--- src/common/core_pkg.sv ---
package core_pkg;

    // Data path and address width
    localparam int xlen = 32;

    // Register index width
    localparam int reg_addr_w = 5;

    // Address of the first fetch
    localparam logic [xlen-1:0] reset_pc = 32'h0000_0000;

    // Supported major opcodes
    typedef enum logic [6:0] {
        opc_op     = 7'b0110011,
        opc_op_imm = 7'b0010011,
        opc_lui    = 7'b0110111,
        opc_load   = 7'b0000011,
        opc_store  = 7'b0100011,
        opc_branch = 7'b1100011,
        opc_jal    = 7'b1101111,
        opc_jalr   = 7'b1100111
    } opcode_t;

    // ALU operations
    typedef enum logic [2:0] {
        alu_add = 3'd0,
        alu_sub = 3'd1,
        alu_and = 3'd2,
        alu_or  = 3'd3,
        alu_xor = 3'd4,
        alu_slt = 3'd5
    } alu_op_t;

    // Immediate formats
    typedef enum logic [2:0] {
        imm_i = 3'd0,
        imm_s = 3'd1,
        imm_b = 3'd2,
        imm_u = 3'd3,
        imm_j = 3'd4
    } imm_fmt_t;

    // Register writeback source
    typedef enum logic [1:0] {
        wb_alu   = 2'd0,
        wb_load  = 2'd1,
        wb_pc4   = 2'd2,
        wb_upper = 2'd3
    } wb_src_t;

    // Next pc source
    typedef enum logic [1:0] {
        pc_seq = 2'd0,
        pc_rel = 2'd1,
        pc_reg = 2'd2
    } pc_src_t;

endpackage

--- src/common/data_req_if.sv ---
`timescale 1ns/10ps

interface data_req_if import core_pkg::*; ();

    // Request side, held for the whole load or store
    logic [xlen-1:0] addr;
    logic [xlen-1:0] wdata;
    logic            read;
    logic            write;

    // Response side, rdata valid in the cycle busy drops
    logic [xlen-1:0] rdata;
    logic            busy;

    modport requester (
        output addr, wdata, read, write,
        input  rdata, busy
    );

    modport completer (
        input  addr, wdata, read, write,
        output rdata, busy
    );

endinterface

--- src/core/alu.sv ---
`timescale 1ns/10ps

module alu import core_pkg::*; (
    input  alu_op_t         op,
    input  logic [xlen-1:0] a,
    input  logic [xlen-1:0] b,
    output logic [xlen-1:0] result,
    output logic            zero,
    output logic            lt
);

    // Signed compare, shared by slt and the branch decision
    assign lt = $signed(a) < $signed(b);

    always_comb begin
        case (op)
            alu_sub: result = a - b;
            alu_and: result = a & b;
            alu_or:  result = a | b;
            alu_xor: result = a ^ b;
            alu_slt: result = {{(xlen-1){1'b0}}, lt};
            default: result = a + b;
        endcase
    end

    assign zero = (result == '0);

endmodule

--- src/core/regfile.sv ---
`timescale 1ns/10ps

module regfile (
    input  logic        clk,
    input  logic        rst_n,
    input  logic [4:0]  raddr1,
    input  logic [4:0]  raddr2,
    input  logic [4:0]  waddr,
    output logic [31:0] rdata1,
    output logic [31:0] rdata2,
    input  logic        we,
    input  logic [31:0] wdata
);

    // x0 has no storage
    logic [31:0] regs [1:31];

    always_ff @(posedge clk) begin
        if (!rst_n) begin
            for (int i = 1; i < 32; i++) begin
                regs[i] <= 32'd0;
            end
        end else if (we && waddr != 5'd0) begin
            regs[waddr] <= wdata;
        end
    end

    assign rdata1 = (raddr1 == 5'd0) ? 32'd0 : regs[raddr1];
    assign rdata2 = (raddr2 == 5'd0) ? 32'd0 : regs[raddr2];

endmodule

--- src/core/control_decoder.sv ---
`timescale 1ns/10ps

module control_decoder import core_pkg::*; (
    input  logic [6:0] opcode,
    input  logic [2:0] funct3,
    input  logic [6:0] funct7,
    input  logic       alu_zero,
    input  logic       alu_lt,
    output alu_op_t    alu_op,
    output imm_fmt_t   imm_fmt,
    output logic       alu_use_imm,
    output logic       reg_write,
    output logic       mem_read,
    output logic       mem_write,
    output wb_src_t    wb_src,
    output pc_src_t    pc_src
);

    logic branch_taken;

    // beq, bne, plus blt and bge from the signed compare
    always_comb begin
        case (funct3)
            3'b000:  branch_taken = alu_zero;
            3'b001:  branch_taken = ~alu_zero;
            3'b100:  branch_taken = alu_lt;
            3'b101:  branch_taken = ~alu_lt;
            default: branch_taken = 1'b0;
        endcase
    end

    always_comb begin
        // Safe defaults, also used for anything unsupported
        alu_op      = alu_add;
        imm_fmt     = imm_i;
        alu_use_imm = 1'b0;
        reg_write   = 1'b0;
        mem_read    = 1'b0;
        mem_write   = 1'b0;
        wb_src      = wb_alu;
        pc_src      = pc_seq;

        case (opcode_t'(opcode))
            opc_op: begin
                if (funct7 == 7'h00 || (funct7 == 7'h20 && funct3 == 3'b000)) begin
                    reg_write = 1'b1;
                end
                case (funct3)
                    3'b000:  alu_op = funct7[5] ? alu_sub : alu_add;
                    3'b010:  alu_op = alu_slt;
                    3'b100:  alu_op = alu_xor;
                    3'b110:  alu_op = alu_or;
                    3'b111:  alu_op = alu_and;
                    default: reg_write = 1'b0;
                endcase
            end
            opc_op_imm: begin
                alu_use_imm = 1'b1;
                reg_write   = 1'b1;
                case (funct3)
                    3'b000:  alu_op = alu_add;
                    3'b010:  alu_op = alu_slt;
                    3'b100:  alu_op = alu_xor;
                    3'b110:  alu_op = alu_or;
                    3'b111:  alu_op = alu_and;
                    // Shifts and sltiu are not implemented
                    default: reg_write = 1'b0;
                endcase
            end
            opc_lui: begin
                imm_fmt   = imm_u;
                wb_src    = wb_upper;
                reg_write = 1'b1;
            end
            opc_load: begin
                alu_use_imm = 1'b1;
                wb_src      = wb_load;
                // Word loads only
                reg_write   = (funct3 == 3'b010);
                mem_read    = (funct3 == 3'b010);
            end
            opc_store: begin
                imm_fmt     = imm_s;
                alu_use_imm = 1'b1;
                mem_write   = (funct3 == 3'b010);
            end
            opc_branch: begin
                imm_fmt = imm_b;
                alu_op  = alu_sub;
                pc_src  = branch_taken ? pc_rel : pc_seq;
            end
            opc_jal: begin
                imm_fmt   = imm_j;
                wb_src    = wb_pc4;
                reg_write = 1'b1;
                pc_src    = pc_rel;
            end
            opc_jalr: begin
                if (funct3 == 3'b000) begin
                    wb_src    = wb_pc4;
                    reg_write = 1'b1;
                    pc_src    = pc_reg;
                end
            end
            default: begin
            end
        endcase
    end

endmodule

--- src/core/datapath.sv ---
`timescale 1ns/10ps

module datapath import core_pkg::*; (
    input  logic            clk,
    input  logic            rst_n,
    input  logic [xlen-1:0] instr,
    input  logic [xlen-1:0] pc,
    input  logic [xlen-1:0] pc_plus_four,
    output pc_src_t         pc_src,
    output logic [xlen-1:0] pc_target,
    output logic [xlen-1:0] jalr_target,
    data_req_if.requester   mem
);

    logic [6:0]            opcode;
    logic [2:0]            funct3;
    logic [6:0]            funct7;
    logic [reg_addr_w-1:0] rs1;
    logic [reg_addr_w-1:0] rs2;
    logic [reg_addr_w-1:0] rd;

    alu_op_t         alu_op;
    imm_fmt_t        imm_fmt;
    wb_src_t         wb_src;
    logic            alu_use_imm;
    logic            reg_write;
    logic            mem_read;
    logic            mem_write;
    logic            alu_zero;
    logic            alu_lt;

    logic [xlen-1:0] imm;
    logic [xlen-1:0] rs1_data;
    logic [xlen-1:0] rs2_data;
    logic [xlen-1:0] alu_b;
    logic [xlen-1:0] alu_result;
    logic [xlen-1:0] wb_data;

    // Instruction fields
    assign opcode = instr[6:0];
    assign rd     = instr[11:7];
    assign funct3 = instr[14:12];
    assign rs1    = instr[19:15];
    assign rs2    = instr[24:20];
    assign funct7 = instr[31:25];

    // Immediate generation
    always_comb begin
        case (imm_fmt)
            imm_s:   imm = {{20{instr[31]}}, instr[31:25], instr[11:7]};
            imm_b:   imm = {{19{instr[31]}}, instr[31], instr[7], instr[30:25],
                            instr[11:8], 1'b0};
            imm_u:   imm = {instr[31:12], 12'b0};
            imm_j:   imm = {{11{instr[31]}}, instr[31], instr[19:12], instr[20],
                            instr[30:21], 1'b0};
            default: imm = {{20{instr[31]}}, instr[31:20]};
        endcase
    end

    control_decoder control_decoder_inst (
        .opcode      (opcode),
        .funct3      (funct3),
        .funct7      (funct7),
        .alu_zero    (alu_zero),
        .alu_lt      (alu_lt),
        .alu_op      (alu_op),
        .imm_fmt     (imm_fmt),
        .alu_use_imm (alu_use_imm),
        .reg_write   (reg_write),
        .mem_read    (mem_read),
        .mem_write   (mem_write),
        .wb_src      (wb_src),
        .pc_src      (pc_src)
    );

    // Writeback source
    always_comb begin
        case (wb_src)
            wb_load:  wb_data = mem.rdata;
            wb_pc4:   wb_data = pc_plus_four;
            wb_upper: wb_data = imm;
            default:  wb_data = alu_result;
        endcase
    end

    // A load only writes once its data has arrived
    regfile regfile_inst (
        .clk    (clk),
        .rst_n  (rst_n),
        .raddr1 (rs1),
        .raddr2 (rs2),
        .waddr  (rd),
        .rdata1 (rs1_data),
        .rdata2 (rs2_data),
        .we     (reg_write & ~mem.busy),
        .wdata  (wb_data)
    );

    assign alu_b = alu_use_imm ? imm : rs2_data;

    alu alu_inst (
        .op     (alu_op),
        .a      (rs1_data),
        .b      (alu_b),
        .result (alu_result),
        .zero   (alu_zero),
        .lt     (alu_lt)
    );

    // Branch and jump targets
    assign pc_target   = pc + imm;
    assign jalr_target = rs1_data + imm;

    // Word request, address from the ALU adder
    assign mem.addr  = alu_result;
    assign mem.wdata = rs2_data;
    assign mem.read  = mem_read;
    assign mem.write = mem_write;

endmodule

--- src/verilog/fetch_unit.sv ---
`timescale 1ns/10ps

module fetch_unit import core_pkg::*; (
    input  logic            clk,
    input  logic            rst_n,
    input  logic            stall,
    input  pc_src_t         pc_src,
    input  logic [xlen-1:0] pc_target,
    input  logic [xlen-1:0] jalr_target,
    output logic [xlen-1:0] pc,
    output logic [xlen-1:0] pc_plus_four
);

    logic [xlen-1:0] pc_next;

    assign pc_plus_four = pc + 32'd4;

    // Next address selection
    always_comb begin
        case (pc_src)
            pc_rel:  pc_next = pc_target;
            // jalr target always lands on an even address
            pc_reg:  pc_next = {jalr_target[xlen-1:1], 1'b0};
            default: pc_next = pc_plus_four;
        endcase
    end

    always_ff @(posedge clk) begin
        if (!rst_n) begin
            pc <= reset_pc;
        end else if (!stall) begin
            pc <= pc_next;
        end
    end

endmodule

--- src/verilog/apb_data_master.sv ---
`timescale 1ns/10ps

module apb_data_master import core_pkg::*; (
    input  logic            clk,
    input  logic            rst_n,
    data_req_if.completer   req,
    output logic [xlen-1:0] paddr,
    output logic            psel,
    output logic            penable,
    output logic            pwrite,
    output logic [xlen-1:0] pwdata,
    output logic [3:0]      pstrb,
    input  logic [xlen-1:0] prdata,
    input  logic            pready,
    input  logic            pslverr
);

    typedef enum logic [1:0] {
        st_idle,
        st_setup,
        st_access
    } apb_state_t;

    apb_state_t state;
    apb_state_t state_next;
    logic       req_valid;

    assign req_valid = req.read | req.write;

    always_comb begin
        state_next = state;
        case (state)
            st_idle:   if (req_valid) state_next = st_setup;
            st_setup:  state_next = st_access;
            st_access: if (pready) state_next = st_idle;
            default:   state_next = st_idle;
        endcase
    end

    always_ff @(posedge clk) begin
        if (!rst_n) begin
            state <= st_idle;
        end else begin
            state <= state_next;
        end
    end

    // Capture the transfer as it leaves idle
    always_ff @(posedge clk) begin
        if (state == st_idle && req_valid) begin
            paddr  <= req.addr;
            pwdata <= req.wdata;
            pwrite <= req.write;
        end
    end

    assign psel    = (state != st_idle);
    assign penable = (state == st_access);
    assign pstrb   = pwrite ? 4'hf : 4'h0;

    // Core stalls from the request cycle until pready
    always_comb begin
        case (state)
            st_idle:   req.busy = req_valid;
            st_setup:  req.busy = 1'b1;
            default:   req.busy = ~pready;
        endcase
    end

    // Slave errors are not reported back to the core
    assign req.rdata = prdata;

endmodule

--- src/verilog/rv_core_top.sv ---
`timescale 1ns/10ps

module rv_core_top import core_pkg::*; (
    input  logic        clk,
    input  logic        rst_n,
    output logic [31:0] instr_addr,
    input  logic [31:0] instr_data,
    output logic [31:0] paddr,
    output logic        psel,
    output logic        penable,
    output logic        pwrite,
    output logic [31:0] pwdata,
    output logic [3:0]  pstrb,
    input  logic [31:0] prdata,
    input  logic        pready,
    input  logic        pslverr
);

    pc_src_t         pc_src;
    logic [xlen-1:0] pc_target;
    logic [xlen-1:0] jalr_target;
    logic [xlen-1:0] pc_plus_four;

    // Load and store requests towards the APB side
    data_req_if data_req ();

    // Program counter, held while a data transfer is pending
    fetch_unit fetch_unit_inst (
        .clk          (clk),
        .rst_n        (rst_n),
        .stall        (data_req.busy),
        .pc_src       (pc_src),
        .pc_target    (pc_target),
        .jalr_target  (jalr_target),
        .pc           (instr_addr),
        .pc_plus_four (pc_plus_four)
    );

    datapath datapath_inst (
        .clk          (clk),
        .rst_n        (rst_n),
        .instr        (instr_data),
        .pc           (instr_addr),
        .pc_plus_four (pc_plus_four),
        .pc_src       (pc_src),
        .pc_target    (pc_target),
        .jalr_target  (jalr_target),
        .mem          (data_req.requester)
    );

    apb_data_master apb_data_master_inst (
        .clk     (clk),
        .rst_n   (rst_n),
        .req     (data_req.completer),
        .paddr   (paddr),
        .psel    (psel),
        .penable (penable),
        .pwrite  (pwrite),
        .pwdata  (pwdata),
        .pstrb   (pstrb),
        .prdata  (prdata),
        .pready  (pready),
        .pslverr (pslverr)
    );

endmodule

--- config.mk ---
export PLATFORM = sky130hd
export DESIGN_NAME = rv_core_top
export DESIGN_NICKNAME = d
export VERILOG_FILES = /design/src/common/core_pkg.sv /design/src/common/data_req_if.sv /design/src/core/alu.sv /design/src/core/regfile.sv /design/src/core/control_decoder.sv /design/src/core/datapath.sv /design/src/verilog/fetch_unit.sv /design/src/verilog/apb_data_master.sv /design/src/verilog/rv_core_top.sv
export SDC_FILE = /design/constraint.sdc
export NUM_CORES = 2
export LEC_CHECK = 0
export BUFFER_PORTS_ARGS = -buffer_cell sky130_fd_sc_hd__buf_2
export CAP_MARGIN = 20
export CORE_MARGIN = 5
export CORE_UTILIZATION = 58
export CTS_CLUSTER_DIAMETER = 120
export DETAILED_ROUTE_END_ITERATION = 8
export PLACE_DENSITY = 0.74
export SLEW_MARGIN = 25
export SYNTH_ARGS = -nofsm -noshare
export SYNTH_HDL_FRONTEND = slang
export SYNTH_SLANG_ARGS = --single-unit
--- constraint.sdc ---
create_clock -name clk -period 10 [get_ports clk]
set_input_delay 1.5 -clock clk [delete_from_list [all_inputs] [get_ports clk]]
set_output_delay 1.5 -clock clk [all_outputs]
set_load 0.01 [all_outputs]
Yosys cells after proc, flatten, opt, wreduce, memory -nomap -nowiden
Memories as Yosys holds them, arrays and structs flattened.
Index checks and enable logic that the tools add are counted.

operators by class
  equal/unequal tests = 33
  bitwise operators = 9
  multiplexer cells = 37
  reduce and logical (&&, ||, !) cells = 17
  add/sub/neg operators = 5
  $lt $le $gt $ge = 1

operators with widths
  kind                                                  number
  case mux 32 bit (5 select lines)                      1
  2-to-1 mux 32 bit                                     4
  case mux 31 bit (4 select lines)                      1
  adder 32 bit                                          3
  case mux 32 bit (3 select lines)                      1
  case mux 32 bit (2 select lines)                      1
  adder 32 x 3 -> 32 bit (second input constant)        1
  AND 32 bit                                            1
  logical NOT 32 bit                                    1
  less-than comparator 32 bit                           1
  bitwise OR 32 bit                                     1
  OR reduction 32 bit                                   1
  subtractor 32 bit                                     1
  XOR 32 bit                                            1
  equality test 7 x 6 -> 1 bit (second input constant)  4
  case mux 3 bit (4 select lines)                       2
  equality test 3 bit (second input constant)           7
  equality test 7 bit (second input constant)           3
  equality test 3 x 2 -> 1 bit (second input constant)  5
  case mux 3 bit (5 select lines)                       1
  2-to-1 mux 1 bit                                      14
  case mux 2 bit (3 select lines)                       2
  logical NOT 5 bit                                     2
  equality test 3 x 1 -> 1 bit (second input constant)  3
  other kinds (27)                                      40

word-level totals
  memories kept = 1
  bits in registers = 99
  bits in writable memories = 992

memory list
  name                             words  width  rd ports  clocked after memory_dff  wr ports  RTL line       RTL
  datapath_inst.regfile_inst.regs  31     32     2         0                         31        regfile.sv:16  logic [31:0] regs [1:31];

Depth between registers and ports, before layout
  word-level depth = 14
  depth in mapped cells = 38
  gate-level depth less buffers = 32

By module
Synthesis repeated with hierarchy kept, for this count alone.

second synthesis, totals
  cell total of the unflattened synthesis = 5634
  area, all modules = 70605.2 µm²

modules (own cells, without submodules)
  module           cells each  area each (µm²)  sequential area each (µm²)  instances
  regfile          3505        54214.5          30749.5                     1
  alu              904         5791.8           0.0                         1
  datapath         660         5019.8           0.0                         1
  fetch_unit       398         2895.3           640.6                       1
  apb_data_master  113         2332.2           1991.9                      1
  control_decoder  54          351.6            0.0                         1

Worst setup path before layout
OpenSTA, ideal clock, no wires.

  kind = input to register
  from = in instr_data[15]
  to = reg fetch_unit_inst.pc[20]
  buffers on the path = 7
  stages = 33
  slack = 0.653 ns
  arrival = 9.225 ns
  setup time = 0.122 ns
  data required time = 9.878 ns
  cells stage by stage = buf_2 buf_2 buf_1 clkbuf_1 mux4_2 mux4_2 mux2i_1 nor2_1 ha_1 buf_2 nor2_1 o21ai_1 a31oi_1 nand3_1 a211o_1 a21oi_2 mux2_2 a22oi_1 o31ai_1 nor3_1 nand4_1 or4_1 o31a_1 xnor2_1 a21o_1 ha_1 clkbuf_1 inv_1 clkbuf_1 nor2_1 nand2_1 o221ai_1 nor2_1

between the ends
  word-level cells in the longest chain between the ends = 11
  elaborated cells between the ends (all ways) = 23
  classes of those cells = add/sub: 4; order compare: 1; eq/ne: 2; mux: 8; bitwise: 5; reduce/logical: 2; memory: 1

RTL lines
  item                                                                        RTL line                       RTL
  start, declared                                                             rv_core_top.sv:7               input logic [31:0] instr_data,
  memory read (31 x 32 bit), or another cell as far along                     -
  2-to-1 mux 32 bit (on tied branches)                                        regfile.sv:28, datapath.sv:99
  adder 32 bit, or another cell as far along                                  alu.sv:22                      default: result = a + b;
  case mux 32 bit (5 select lines) (*)                                        alu.sv:16                      case (op)
  via apb_data_master_inst.req.addr[20]                                       data_req_if.sv:21              input addr, wdata, read, write,
  logical NOT 32 bit (*)                                                      alu.sv:26                      assign zero = (result == '0);
  inverter 1 bit                                                              control_decoder.sv:25          3'b001: branch_taken = ~alu_zero;
  case mux 1 bit (4 select lines) (*)                                         control_decoder.sv:23          case (funct3)
  2-to-1 mux 1 bit (*)                                                        control_decoder.sv:90          pc_src = branch_taken ? pc_rel : pc_seq;
  case mux 2 bit (3 select lines) (*)                                         control_decoder.sv:43          case (opcode_t'(opcode))
  equality test 2 bit / equality test 2 x 1 -> 1 bit (equally long branches)  fetch_unit.sv:20               case (pc_src)
  case mux 32 bit (2 select lines) (*)                                        fetch_unit.sv:20
  end signal, assigned                                                        fetch_unit.sv:30               pc <= reset_pc;
  end signal, assigned                                                        fetch_unit.sv:32               pc <= pc_next;
  end, declared                                                               fetch_unit.sv:10               output logic [xlen-1:0] pc,

The timed path passes the listed nets; every way through them passes the cells marked *.
A chain may end at the register's enable or synchronous reset.

Worst setup path in the final report
  from = in instr_data[20]
  to = reg fetch_unit_inst.pc[8]

between the ends
  word-level cells in the longest chain between the ends = 12
  elaborated cells between the ends (all ways) = 23
  classes of those cells = add/sub: 4; order compare: 1; eq/ne: 2; mux: 8; bitwise: 5; reduce/logical: 2; memory: 1

RTL lines
  item                                                                        RTL line               RTL
  memory read (31 x 32 bit) / logical NOT 5 bit (equally long branches)       -
  2-to-1 mux 32 bit                                                           regfile.sv:29          assign rdata2 = (raddr2 == 5'd0) ? 32'd0 : regs[raddr2];
  2-to-1 mux 32 bit (*)                                                       datapath.sv:99         assign alu_b = alu_use_imm ? imm : rs2_data;
  adder 32 bit, or another cell as far along                                  alu.sv:22
  case mux 32 bit (5 select lines) (*)                                        alu.sv:16
  via apb_data_master_inst.req.addr[29]                                       data_req_if.sv:21
  logical NOT 32 bit (*)                                                      alu.sv:26
  inverter 1 bit                                                              control_decoder.sv:25
  case mux 1 bit (4 select lines) (*)                                         control_decoder.sv:23
  2-to-1 mux 1 bit (*)                                                        control_decoder.sv:90
  case mux 2 bit (3 select lines) (*)                                         control_decoder.sv:43
  equality test 2 bit / equality test 2 x 1 -> 1 bit (equally long branches)  fetch_unit.sv:20
  case mux 32 bit (2 select lines) (*)                                        fetch_unit.sv:20

Marked as above.

==> metrics.log <==
INFO  metric post_synth_num_cell_types = 97
INFO  metric ys_top_cells_by_count = nor2_1, edfxtp_1, mux4_2
INFO  metric drtAntennaViolNets = 0
INFO  metric worst_setup_hold_path_clk_slew = around 0.06 ns
INFO  metric share_seq_of_total_power = 0.418
INFO  metric maxCapViolCount = 0
INFO  metric cts_hold_buffers = 0
INFO  metric clock_latency = 0.75 ns
INFO  metric synthMostInstantiatedCell = nor2_1
INFO  metric post-route-period-util = 0.9473
INFO  metric violations_in_the_final_reports = design-rule violations
INFO  metric initial_utilization = 0.5849
INFO  metric setup_viol_count_final = 0
INFO  metric area_of_combinational_cells_with_multiple_inputs = just over 30000 sq um
INFO  metric die_w = roughly 350 um
INFO  metric cts_num_sinks = 1123
INFO  metric cpLargestDelayFamily = compound AO/OA/AOI/OAI gates
INFO  metric yosys_synthesis_warning_count = 0
INFO  metric power_density = between 150 and 200 nW/um^2
INFO  metric worst_r2r_path_depth = 28
INFO  metric critPathMaxStageDelay = roughly 0.6 ns
INFO  metric critical_path.max_fanout = 49
INFO  metric synth_largest_type_area_fraction = 0.4963
INFO  metric wl_per_cell = around 34 um
INFO  metric postSynthAreaPerCell = 12.37 sq um
INFO  metric grt_overall_usage = 0.3957
INFO  metric mappedNetlistArea = between 60000 and 70000 sq um
INFO  metric yosysSeqAreaShare = 0.5067
INFO  metric leakage = 28.43 nW
INFO  metric final-max-slew-violation-count = 0
INFO  metric worst_hold_path.num_cells = 2
INFO  metric finalWirelength = between 200000 and 250000 um
INFO  metric power_frac_comb = 0.263
INFO  metric htree_levels = 3
INFO  metric net-switching-power = about 4.3 mW
INFO  metric finClkSkew = between 0.06 and 0.07 ns
INFO  metric ys_seq_elements = 1123
INFO  metric power.ir.vdd_worst = ~0.18 mV
INFO  metric synth-edff-count = around 1100
INFO  metric timing_worst_setup_path_type = in -> reg
INFO  metric maxSlewHeadroom = 0.2550
INFO  metric design.die.area = between 100000 and 150000 sq um
INFO  metric syn-instance-count = 5325
INFO  metric setup-tns-final = 0 ns
INFO  metric detailed_place_hpwl = approximately 160000 um
INFO  metric cts_buffer_depth = 3
INFO  metric cts_resized = 0
INFO  metric critical_path.slowest_cell = mux4_2
INFO  metric grt_pass1_wl = between 300000 and 400000 um
INFO  metric min_path_type = reg -> reg
INFO  metric fill_cells = approximately 8200
INFO  metric power_report.internal_total = around 8.8 mW
INFO  metric globalRoute.totalOverflow = 0
INFO  metric floorplan.io_pins = 171
INFO  metric cts.root.buffer_cell = clkbuf_16
INFO  metric coreArea = between 100000 and 150000 sq um
INFO  metric dieHeight = 347.0 um
INFO  metric worst-slew-pin-transition = around 1.1 ns
INFO  metric number_of_setup_buffers_added_after_cts = 0
INFO  metric worstPathBufferInverterCount = 6
INFO  metric post_drt_via_cell_ratio = between 7 and 8
INFO  metric drt_first_pass_iters = 9
INFO  metric detail_route.drc_violations = 16
INFO  metric whs = 0.5334 ns
INFO  metric cts-buffers-inserted = 117
INFO  metric footprint_of_the_flip_flops_and_latches = 33380 sq um
INFO  metric routabilityCongestion = between 1 and 1.5
INFO  metric synth_top_cell_by_area = edfxtp_1
INFO  metric first_iter_violations = between 7000 and 8000
INFO  metric share_of_post_route_cells_with_drive_strength_above_1 = 0.2519
INFO  metric regMostFlops = datapath_inst.regfile_inst.regs
INFO  metric async_reset_ff_frac = 0
INFO  metric critPathCaptureType = flop
INFO  metric clock_tree_from_tritoncts = yes
INFO  metric area.growth.synth_to_final = 12.31%
INFO  metric clkPwrFrac = 0.319
INFO  metric crit_cells = 30
INFO  metric grt_setup_unrepaired = false
INFO  metric antenna_found_initial = 5
INFO  metric max_freq = between 0.1 and 0.15 GHz
INFO  metric final_period_minus_worst_setup_slack = between 9 and 10 ns
INFO  metric outcome = complete, but fails checks
INFO  metric timing.critical_path.required = around 11 ns
INFO  metric grt_pass1_vias = about 50000
INFO  metric critPathLaunchType = input port
INFO  metric critical_path_arrival = between 10 and 15 ns
INFO  metric switching_share = 0.3295
INFO  metric synth_area_leaders = edfxtp_1, mux4_2, nor2_1
INFO  metric synth-main-ff-cell = edfxtp_1
INFO  metric largest_register_ff_count = between 1000 and 1500
INFO  metric largest_net_degree_at_the_start_of_global_routing = around 110
INFO  metric via_count = between 50000 and 60000
INFO  metric timing.final.hold_violations = 0
INFO  metric final_nets = 5760
INFO  metric port-buffer-count = 169
INFO  metric floorplan.rows = 123
[path summary, 6_finish.rpt]
check | from | to | slack [ns]
max | instr_data[20] | fetch_unit_inst.pc[8] | 0.53
min | fetch_unit_inst.pc[12] | fetch_unit_inst.pc[12] | 0.53
max reg2reg | datapath_inst.regfile_inst.regs[8][3] | fetch_unit_inst.pc[8] | 1.73
min reg2reg | fetch_unit_inst.pc[12] | fetch_unit_inst.pc[12] | 0.53
[cells in the final DEF (no fill, tap or decap), types with 31 or more instances in the layout]
cell	count
nand2_2	63
o211ai_1	31
a21oi_1	202
clkbuf_16	119
nand3_1	47
nor2_1	1175
mux4_2	551
mux2i_1	126
xnor2_1	59
buf_4	335
o221ai_1	33
conb_1	32
mux2_2	46
buf_2	161
dfxtp_1	34
clkbuf_1	40
nor3_1	78
o21ai_0	127
ha_1	160
edfxtp_1	1089
a221oi_1	32
nand2_1	192
nor2b_1	41
inv_1	164
o22ai_1	34
a21o_1	42
[metal layers]
metal,up-vias,wire length [um],GRT usage
met4,2,20120,0.2476
li1,20610,-,-
met5,-,13,0
met1,25000,77370,0.4939
met3,1057,37480,0.1249
met2,4640,108000,0.6066
[final cells by class]
type | count | area share
antenna | 6 | 0.0002029
clock inverter | 54 | 0.005749
inverter | 168 | 0.008556
clock buffer | 159 | 0.04227
tap | 1500 | 0.02536
multi-input combinational | 3588 | 0.4128
sequential | 1123 | 0.4511
timing repair buffer | 530 | 0.05389
[logic make-up after synthesis]
family | after synthesis | share of synthesized area
AND/OR/NAND/NOR | 1759 | 0.1112
AO/OA/AOI/OAI | 822 | 0.08527
buffers and inverters | 645 | 0.03811
multiplexers | 723 | 0.2154
XOR/XNOR | 88 | 0.01170
other | 1 | 0.00005692
adder cells (fa/ha/maj) | 164 | 0.03160
flip-flops | 1123 | 0.5067
[stage by stage]
step | instances | power [mW] | utilization | cell area, sq um | setup slack, ns
floorplan | 5356 | 7.515 | - | 66000 | 0.6531
global placement | 6907 | 8.765 | 0.6245 | 70350 | 0.09197
detailed placement | 6907 | 8.821 | 0.6246 | 70360 | 0.1192
global route | 7122 | 13.40 | 0.6567 | 73980 | 0.2826
finish | 7128 | 13.07 | 0.6568 | 73990 | 0.5273
CTS | 7120 | 12.91 | 0.6561 | 73920 | 0.8208
[worst min-delay path: stages, from the launching register on]
cell and delay (ns):
dfxtp_1 0.35, nand2_1 0.07, a21boi_0 0.07
[power by group through the flow]
stage / clock network [mW] / registers, mW / logic [mW]
2_1_floorplan: 0 / 5.52 / 2.00
3_5_place_dp: 0 / 5.55 / 3.27
4_1_cts: 4.16 / 5.46 / 3.29
6_report: 4.17 / 5.46 / 3.44
3_3_place_gp: 0 / 5.53 / 3.23
5_1_grt: 4.36 / 5.48 / 3.56
Note: power is estimated with default switching activity, not from simulation.
